## config.mk

```make
export PLATFORM = sky130hd
export DESIGN_NAME = writeback
export DESIGN_NICKNAME = d
export VERILOG_FILES = /design/src/rtl/wbPkg.sv /design/src/rtl/bramWriter.sv /design/src/rtl/bytePacker.sv /design/src/rtl/layerSum.sv /design/src/rtl/writeback.sv
export SDC_FILE = /design/constraint.sdc
export NUM_CORES = 1
export LEC_CHECK = 0
export BUFFER_PORTS_ARGS = -buffer_cell sky130_fd_sc_hd__clkbuf_2
export CAP_MARGIN = 20
export CELL_PAD_IN_SITES_DETAIL_PLACEMENT = 1
export CELL_PAD_IN_SITES_GLOBAL_PLACEMENT = 2
export CORE_MARGIN = 5
export CORE_UTILIZATION = 36
export DETAILED_ROUTE_END_ITERATION = 6
export HOLD_SLACK_MARGIN = 0.1
export PLACE_DENSITY_LB_ADDON = 0.1
export SYNTH_ARGS = -nofsm -noshare
export SYNTH_HDL_FRONTEND = slang
export SYNTH_SLANG_ARGS = --single-unit
```

## constraint.sdc

```tcl
create_clock -name clk -period 1.85 [get_ports clk]
set_input_delay 0.0925 -clock clk [delete_from_list [all_inputs] [get_ports clk]]
set_output_delay 0.0925 -clock clk [all_outputs]
set_load 0.02 [all_outputs]
```

## src/rtl/wbPkg.sv

```systemverilog
////////////////////
// shared types of the write-back stage, first layer only
// pixel bytes are signed, packed first byte highest
////////////////////
package wbPkg;

    typedef logic signed [18:0] psumT;  // one PE partial sum
    typedef logic signed [21:0] accT;   // five-term total
    typedef logic signed [7:0]  pixelT;
    typedef logic [63:0]        wordT;
    typedef logic [11:0]        addrT;

    localparam int NumTerms     = 5;
    localparam int BytesPerWord = 8;

    // saturation bounds
    localparam accT   AccMax = 22'sd127;
    localparam accT   AccMin = -22'sd128;
    localparam pixelT PixMax = 8'sh7f;
    localparam pixelT PixMin = 8'sh80;

    typedef struct packed {
        psumT [NumTerms-1:0] term;
    } psumSetT;

    typedef struct packed {
        pixelT a;
        pixelT b;
    } pixelPairT;

    typedef struct packed {
        wordT a;
        wordT b;
    } wordPairT;

    typedef struct packed {
        logic we;
        addrT addrA;
        addrT addrB;  // port B runs above port A
        wordT dinA;
        wordT dinB;
    } bramWrT;

endpackage

```

## src/rtl/bramWriter.sv

```systemverilog
////////////////////
// one write per word; addresses step after the write cycle
// finishRow jumps both ports by RowStride, wraps at 4k entries
////////////////////
`timescale 1ns/1ps

module bramWriter
    import wbPkg::*;
#(
    parameter int RowStride = 128,
    parameter int PortBBase = 128
) (
    input  logic     clk,
    input  logic     rst,
    input  wordPairT word,
    input  logic     wordValid,
    input  logic     finishRow,
    output bramWrT   bram
);

    addrT step;

    // write increment plus optional row jump
    always_comb begin
        step = addrT'(bram.we);
        if (finishRow) begin
            step = step + addrT'(RowStride);
        end
    end

    always_ff @(posedge clk or negedge rst) begin
        if (!rst) begin
            bram.we <= 1'b0;
            bram.dinA <= '0;
            bram.dinB <= '0;
        end else begin
            bram.we <= wordValid;
            if (wordValid) begin
                bram.dinA <= word.a;
                bram.dinB <= word.b;
            end
        end
    end

    always_ff @(posedge clk or negedge rst) begin
        if (!rst) begin
            bram.addrA <= '0;
            bram.addrB <= addrT'(PortBBase);
        end else begin
            bram.addrA <= bram.addrA + step;
            bram.addrB <= bram.addrB + step;
        end
    end

    weSingle: assert property (
        @(posedge clk) disable iff (!rst)
        bram.we |=> !bram.we
    ) else $error("we held for two cycles");

endmodule

```

## src/rtl/bytePacker.sv

```systemverilog
////////////////////
// eight bytes per word, a gap in pixValid drops the partial word
////////////////////
`timescale 1ns/1ps

module bytePacker
    import wbPkg::*;
(
    input  logic      clk,
    input  logic      rst,
    input  pixelPairT pix,
    input  logic      pixValid,
    output wordPairT  word,
    output logic      wordValid
);

    localparam int CntW  = $clog2(BytesPerWord);
    localparam int KeepW = $bits(wordT) - $bits(pixelT);

    logic [CntW-1:0] byteCnt;
    wordT            shiftA;
    wordT            shiftB;
    wordT            nextA;
    wordT            nextB;
    logic            lastByte;

    // new byte enters at the bottom, so the first one ends up on top
    assign nextA    = {shiftA[KeepW-1:0], pix.a};
    assign nextB    = {shiftB[KeepW-1:0], pix.b};
    assign lastByte = (byteCnt == CntW'(BytesPerWord - 1));

    always_ff @(posedge clk or negedge rst) begin
        if (!rst) begin
            byteCnt <= '0;
            shiftA  <= '0;
            shiftB  <= '0;
        end else if (pixValid) begin
            shiftA  <= nextA;
            shiftB  <= nextB;
            byteCnt <= lastByte ? '0 : byteCnt + 1'b1;
        end else begin
            byteCnt <= '0;  // gap discards unfinished bytes
        end
    end

    always_ff @(posedge clk or negedge rst) begin
        if (!rst) begin
            word      <= '0;
            wordValid <= 1'b0;
        end else begin
            wordValid <= pixValid && lastByte;
            if (pixValid && lastByte) begin
                word.a <= nextA;
                word.b <= nextB;
            end
        end
    end

    // at most one word per eight pixels
    wordSingle: assert property (
        @(posedge clk) disable iff (!rst)
        wordValid |=> !wordValid
    ) else $error("wordValid high on consecutive cycles");

endmodule

```

## src/rtl/layerSum.sv

```systemverilog
////////////////////
// two-stage sum, shift and clamp, no back-pressure
////////////////////
`timescale 1ns/1ps

module layerSum
    import wbPkg::*;
#(
    parameter int ScaleShift = 9
) (
    input  logic      clk,
    input  logic      rst,
    input  logic      wbEn,
    input  psumSetT   sumsA,
    input  psumSetT   sumsB,
    output pixelPairT pix,
    output logic      pixValid
);

    accT  accA;
    accT  accB;
    logic accValid;

    // signed sum of all terms, then arithmetic scale
    function automatic accT laneSum(psumSetT s);
        accT total;
        total = '0;
        for (int i = 0; i < NumTerms; i++) begin
            total = total + accT'(s.term[i]);
        end
        return total >>> ScaleShift;
    endfunction

    // clamp to a signed byte
    function automatic pixelT clampByte(accT v);
        pixelT res;
        if (v > AccMax) begin
            res = PixMax;
        end else if (v < AccMin) begin
            res = PixMin;
        end else begin
            res = pixelT'(v[7:0]);
        end
        return res;
    endfunction

    // stage one
    always_ff @(posedge clk or negedge rst) begin
        if (!rst) begin
            accA     <= '0;
            accB     <= '0;
            accValid <= 1'b0;
        end else begin
            accValid <= wbEn;
            if (wbEn) begin
                accA <= laneSum(sumsA);
                accB <= laneSum(sumsB);
            end
        end
    end

    // stage two
    always_ff @(posedge clk or negedge rst) begin
        if (!rst) begin
            pix      <= '0;
            pixValid <= 1'b0;
        end else begin
            pixValid <= accValid;
            if (accValid) begin
                pix.a <= clampByte(accA);
                pix.b <= clampByte(accB);
            end
        end
    end

    // a sample two cycles back must come out as a known pixel
    pixKnown: assert property (
        @(posedge clk) disable iff (!rst)
        pixValid |-> !$isunknown(pix)
    ) else $error("pix unknown while pixValid");

endmodule

```

## src/rtl/writeback.sv

```systemverilog
////////////////////
// write-back top, first layer path only
// eighth sample at edge t gives we at t+4
////////////////////
`timescale 1ns/1ps

module writeback
    import wbPkg::*;
#(
    parameter int ScaleShift = 9,
    parameter int RowStride  = 128,
    parameter int PortBBase  = 128
) (
    input  logic    clk,
    input  logic    rst,
    input  logic    wbEn,
    input  logic    finishRow,
    input  psumSetT sumsA,
    input  psumSetT sumsB,
    output bramWrT  bram
);

    pixelPairT pix;
    logic      pixValid;
    wordPairT  word;
    logic      wordValid;

    layerSum #(
        .ScaleShift (ScaleShift)
    ) u_layerSum (
        .clk      (clk),
        .rst      (rst),
        .wbEn     (wbEn),
        .sumsA    (sumsA),
        .sumsB    (sumsB),
        .pix      (pix),
        .pixValid (pixValid)
    );

    bytePacker u_bytePacker (
        .clk       (clk),
        .rst       (rst),
        .pix       (pix),
        .pixValid  (pixValid),
        .word      (word),
        .wordValid (wordValid)
    );

    // finishRow skips the pipeline
    bramWriter #(
        .RowStride (RowStride),
        .PortBBase (PortBBase)
    ) u_bramWriter (
        .clk       (clk),
        .rst       (rst),
        .word      (word),
        .wordValid (wordValid),
        .finishRow (finishRow),
        .bram      (bram)
    );

endmodule

```

==> summary.txt <==
Finish
  – Layout cell share with drive strength beyond 1: 54.7%
  – Post-route cell area: 28400 µm²
  – Final #Nets: 2474
  – Layout area overhead: 32.4%
  – Fillers: 6097
  – Most frequent cells in the layout: dfrtp_1, mux2_2, clkbuf_2
  – Commonest non-fill, non-tap cell in the layout: dfrtp_1
  – Fin cells: 2919

Floorplan
  – Die height: 254 µm
  – IO Pins: 347
  – Core Area: 59000 µm²
  – Site Rows: 89
  – Die area: 64500 µm²
  – Initial Util: 36.3%
  – Chip Width: 254 µm

Logic synthesis
  – Top cell type's share of synthesized area: 51.4%
  – Number of flops mapped to enable cells by yosys: 0
  – Largest cells by area after synthesis: dfrtp_1, mux2_2, fa_1
  – Mux cell area share after synthesis: 20.6%
  – Adder-cell share of the synthesized area: 12.5%
  – Synth Area in XOR/XNOR: 3.03%
  – Seq/Total Area, Yosys: 51.5%
  – Asr flop ratio synth: 100%
  – Synth Register Bits: 441
  – Synth Area per Inst: 13.8 µm²
  – Synth Area in Compound Gates: 6.29%
  – Largest area contributor in the netlist: dfrtp_1
  – Largest family of logic cells by synthesized area: multiplexers
  – Syn Nets: 1917
  – Syn Inst Count: 1557
  – Predominant post-synthesis flop cell: dfrtp_1
  – Simple-Gate Fraction of Synth Area: 3.78%
  – Synth cell types: 62
  – Post-synthesis cell area: 21400 µm²
  – Syn. warnings: 0

Pwr
  – Share of power burned in the clock network: 22.5%
  – Gate power share: 43.2%
  – Leak: 0.0141 µW
  – Cell-internal power: 26100 µW
  – Worst vdd ir: 0.706 mV
  – PD cells: 1370 nW/µm²
  – Psw: 12700 µW
  – Pwr Total: 38800 µW
  – Net Sw Frac: 32.7%
  – Seq pwr share: 34.4%

Place
  – Port buffer count: 346
  – Placed Instances: 2813
  – Dpl hpwl: 38.8 mm
  – Placement-stage cell area: 25900 µm²
  – GP Congestion: 0.795

Timing
  – Relative slew slack: 52.5%
  – Final Hold Vio Count: 0
  – Post-route setup slack: -2.28 ns
  – Setup TNS: -52.53 ns
  – Skew final: 0.0201 ns
  – Fmax: 0.242 GHz
  – Fin Hold WS: 0.196 ns
  – Period utilisation layout: 223%
  – Worst Tran Pin Value: 0.713 ns
  – RSZ-0062 raised after global routing: yes
  – Min cycle time layout: 4.13 ns
  – Final Max Slew Viols: 0
  – # setup viols final: 26

Global routing
  – GRT busiest layer: met2
  – Grt met3 use: 2.69%
  – GRT Total Usage: 16.1%
  – GR met1 Demand/Resource: 21.1%
  – Met2 Use GR: 28.2%
  – First-pass GRT wire length: 85.3 mm
  – Pin count of the biggest net entering global routing: 116
  – Antenna violations before repair: 2
  – Vias in the first global route: 16100
  – Gr ovfl total: 0

Critical path
  – Nature of the critical path endpoint: flop
  – CP Data Arrival Time: 4.55 ns
  – CP startpoint kind: primary input
  – Worst R2R Path Depth: 5
  – Crit Path Category: in2reg
  – Critical path peak fanout: 2
  – Req. time, crit path: 2.27 ns

Outcome
  – Failing checks: negative setup slack
  – Status: finished with violations

Detailed routing
  – Drt pass-1 iters: 4
  – Via/cell ratio: 4.83
  – DR WL/cell: 17.8 µm
  – Initial drt markers: 394
  – Post-DRT Antenna Nets: 0
  – DRC Markers: 0
  – Final wirelength: 52.1 mm
  – Via count: 14100

Clocking
  – CTS tree: built
  – H-tree Lvls: 2
  – Clk_lat worst skew: 0.55 ns
  – Clk root buf: clkbuf_16
  – Clock transition at path regs: 0.06 ns
  – Clk buf depth: 3
  – Clock sink total: 441
  – Num CTS Buffers: 45

Job
  – Max-cap viol count: 0

Worst hold path
  – Min-delay worst type: in2async
[cell families after synthesis]
family | count (synthesis)
XOR/XNOR | 74
AND/OR/NAND/NOR | 161
multiplexers | 393
adder cells (fa/ha/maj) | 166
flip-flops | 441
AO/OA/AOI/OAI | 194
buffers and inverters | 128
[registers in the layout, indices dropped and copies added (netlist names)]
register	flops
u_bytePacker.byteCnt	3
u_layerSum.pixValid	1
u_layerSum.accValid	1
u_bramWriter.bram	153
u_bytePacker.shiftB	56
u_bytePacker.shiftA	56
u_bytePacker.word	128
u_bytePacker.wordValid	1
u_layerSum.accA	13
u_layerSum.accB	13
u_layerSum.pix	16
[critical path, stage by stage]
cell and delay (ns):
buf_6 0.09, fa_1 0.47, ha_2 0.21, fa_2 0.35, a21o_1 0.18, a21oi_2 0.16
nor2b_2 0.08, or2_1 0.24, o21a_1 0.18, a21o_1 0.17, a21oi_2 0.17, xnor2_2 0.10
fa_2 0.56, ha_4 0.21, a21oi_4 0.13, o21ai_1 0.08, a21o_1 0.17, a21o_1 0.18
a221oi_2 0.33, xnor2_1 0.12, mux2_4 0.26
[synthesized netlist by cell type (3+ instances only)]
| cell type | instances |
|---|---|
| nor3_1 | 15 |
| a31oi_1 | 8 |
| o21ai_0 | 31 |
| or3_1 | 5 |
| and4_1 | 3 |
| clkbuf_1 | 52 |
| xor2_1 | 26 |
| or4_1 | 3 |
| mux2_2 | 391 |
| and3_1 | 5 |
| a41oi_1 | 5 |
| a21oi_1 | 55 |
| nand2b_1 | 4 |
| nor2_1 | 33 |
| and2_1 | 5 |
| a21o_1 | 29 |
| o2111ai_1 | 3 |
| nand4_1 | 6 |
| dfrtp_1 | 440 |
| nand2_1 | 34 |
| o211ai_1 | 15 |
| xnor2_1 | 48 |
| o21a_1 | 7 |
| nor2b_1 | 10 |
| o31ai_1 | 4 |
| a21boi_1 | 3 |
| inv_1 | 75 |
| o21ai_1 | 4 |
| a211oi_1 | 3 |
| ha_1 | 86 |
| nand3_1 | 27 |
| o21bai_1 | 3 |
| fa_1 | 80 |
[layer usage]
| layer | share of wire [%] | wire length [µm] |
|---|---|---|
| met4 | 1.6 | 815 |
| met1 | 43 | 22600 |
| met3 | 4.3 | 2220 |
| met2 | 51 | 26400 |
| met5 | 0.021 | 11 |
[power groups by stage]
stage                     logic (µW)  registers, µW  clock network, µW
final                          16700          13300               8710
after global routing           18500          13600               9440
after CTS                      15600          13400               9050
after detailed placement       13700          13500                  0
after global placement         13300          13400                  0
after floorplan                 8910          12900                  0
[worst paths after layout]
| check | from | end | slack, ns |
|---|---|---|---|
| min reg2reg | u_bytePacker.byteCnt[0]$_DFF_PN0_ | u_bytePacker.byteCnt[0]$_DFF_PN0_ | 0.44 |
| max | sumsA[39] | u_layerSum.accA[7]$_DFFE_PN0P_ | -2.28 |
| min | rst | u_bytePacker.shiftA[35]$_DFFE_PN0P_ | 0.20 |
| max reg2reg | u_bytePacker.byteCnt[0]$_DFF_PN0_ | u_bytePacker.word[18]$_DFFE_PN0P_ | 0.11 |
| max in group asynchronous | rst | u_bramWriter.bram[13]$_DFFE_PN0P_ | 1.15 |
| min in group clk | sumsB[94] | u_layerSum.accB[12]$_DFFE_PN0P_ | 0.25 |
[cell type report]
| class | instances | area [µm²] | area share, % |
|---|---|---|---|
| inverters | 75 | 284 | 1.00 |
| clock inverters | 10 | 91.3 | 0.322 |
| flip-flops and latches | 441 | 11000 | 38.9 |
| repair buffers | 562 | 3710 | 13.1 |
| clock buffers | 68 | 1330 | 4.70 |
| well taps | 773 | 967 | 3.41 |
| diodes | 1 | 2.50 | 0.00882 |
| multi-input cells | 989 | 10900 | 38.6 |
[through the flow]
step | worst slack [ns] | util (%)
floorplan | -2.53 | -
global placement | -2.86 | 43.8
detailed placement | -2.88 | 43.8
CTS | -2.27 | 47.2
global route | -2.47 | 48.1
finish | -2.28 | 48.1
[what timing repair did]
item,in CTS,in global routing
resized for setup,88,75
endpoints found under the hold margin,450,0
pin swaps,64,79
buffers inserted,10,14
hold buffers,4,0
cloned,1,1
endpoints found under the setup margin,126,58
(Power assumes the default switching activity.)
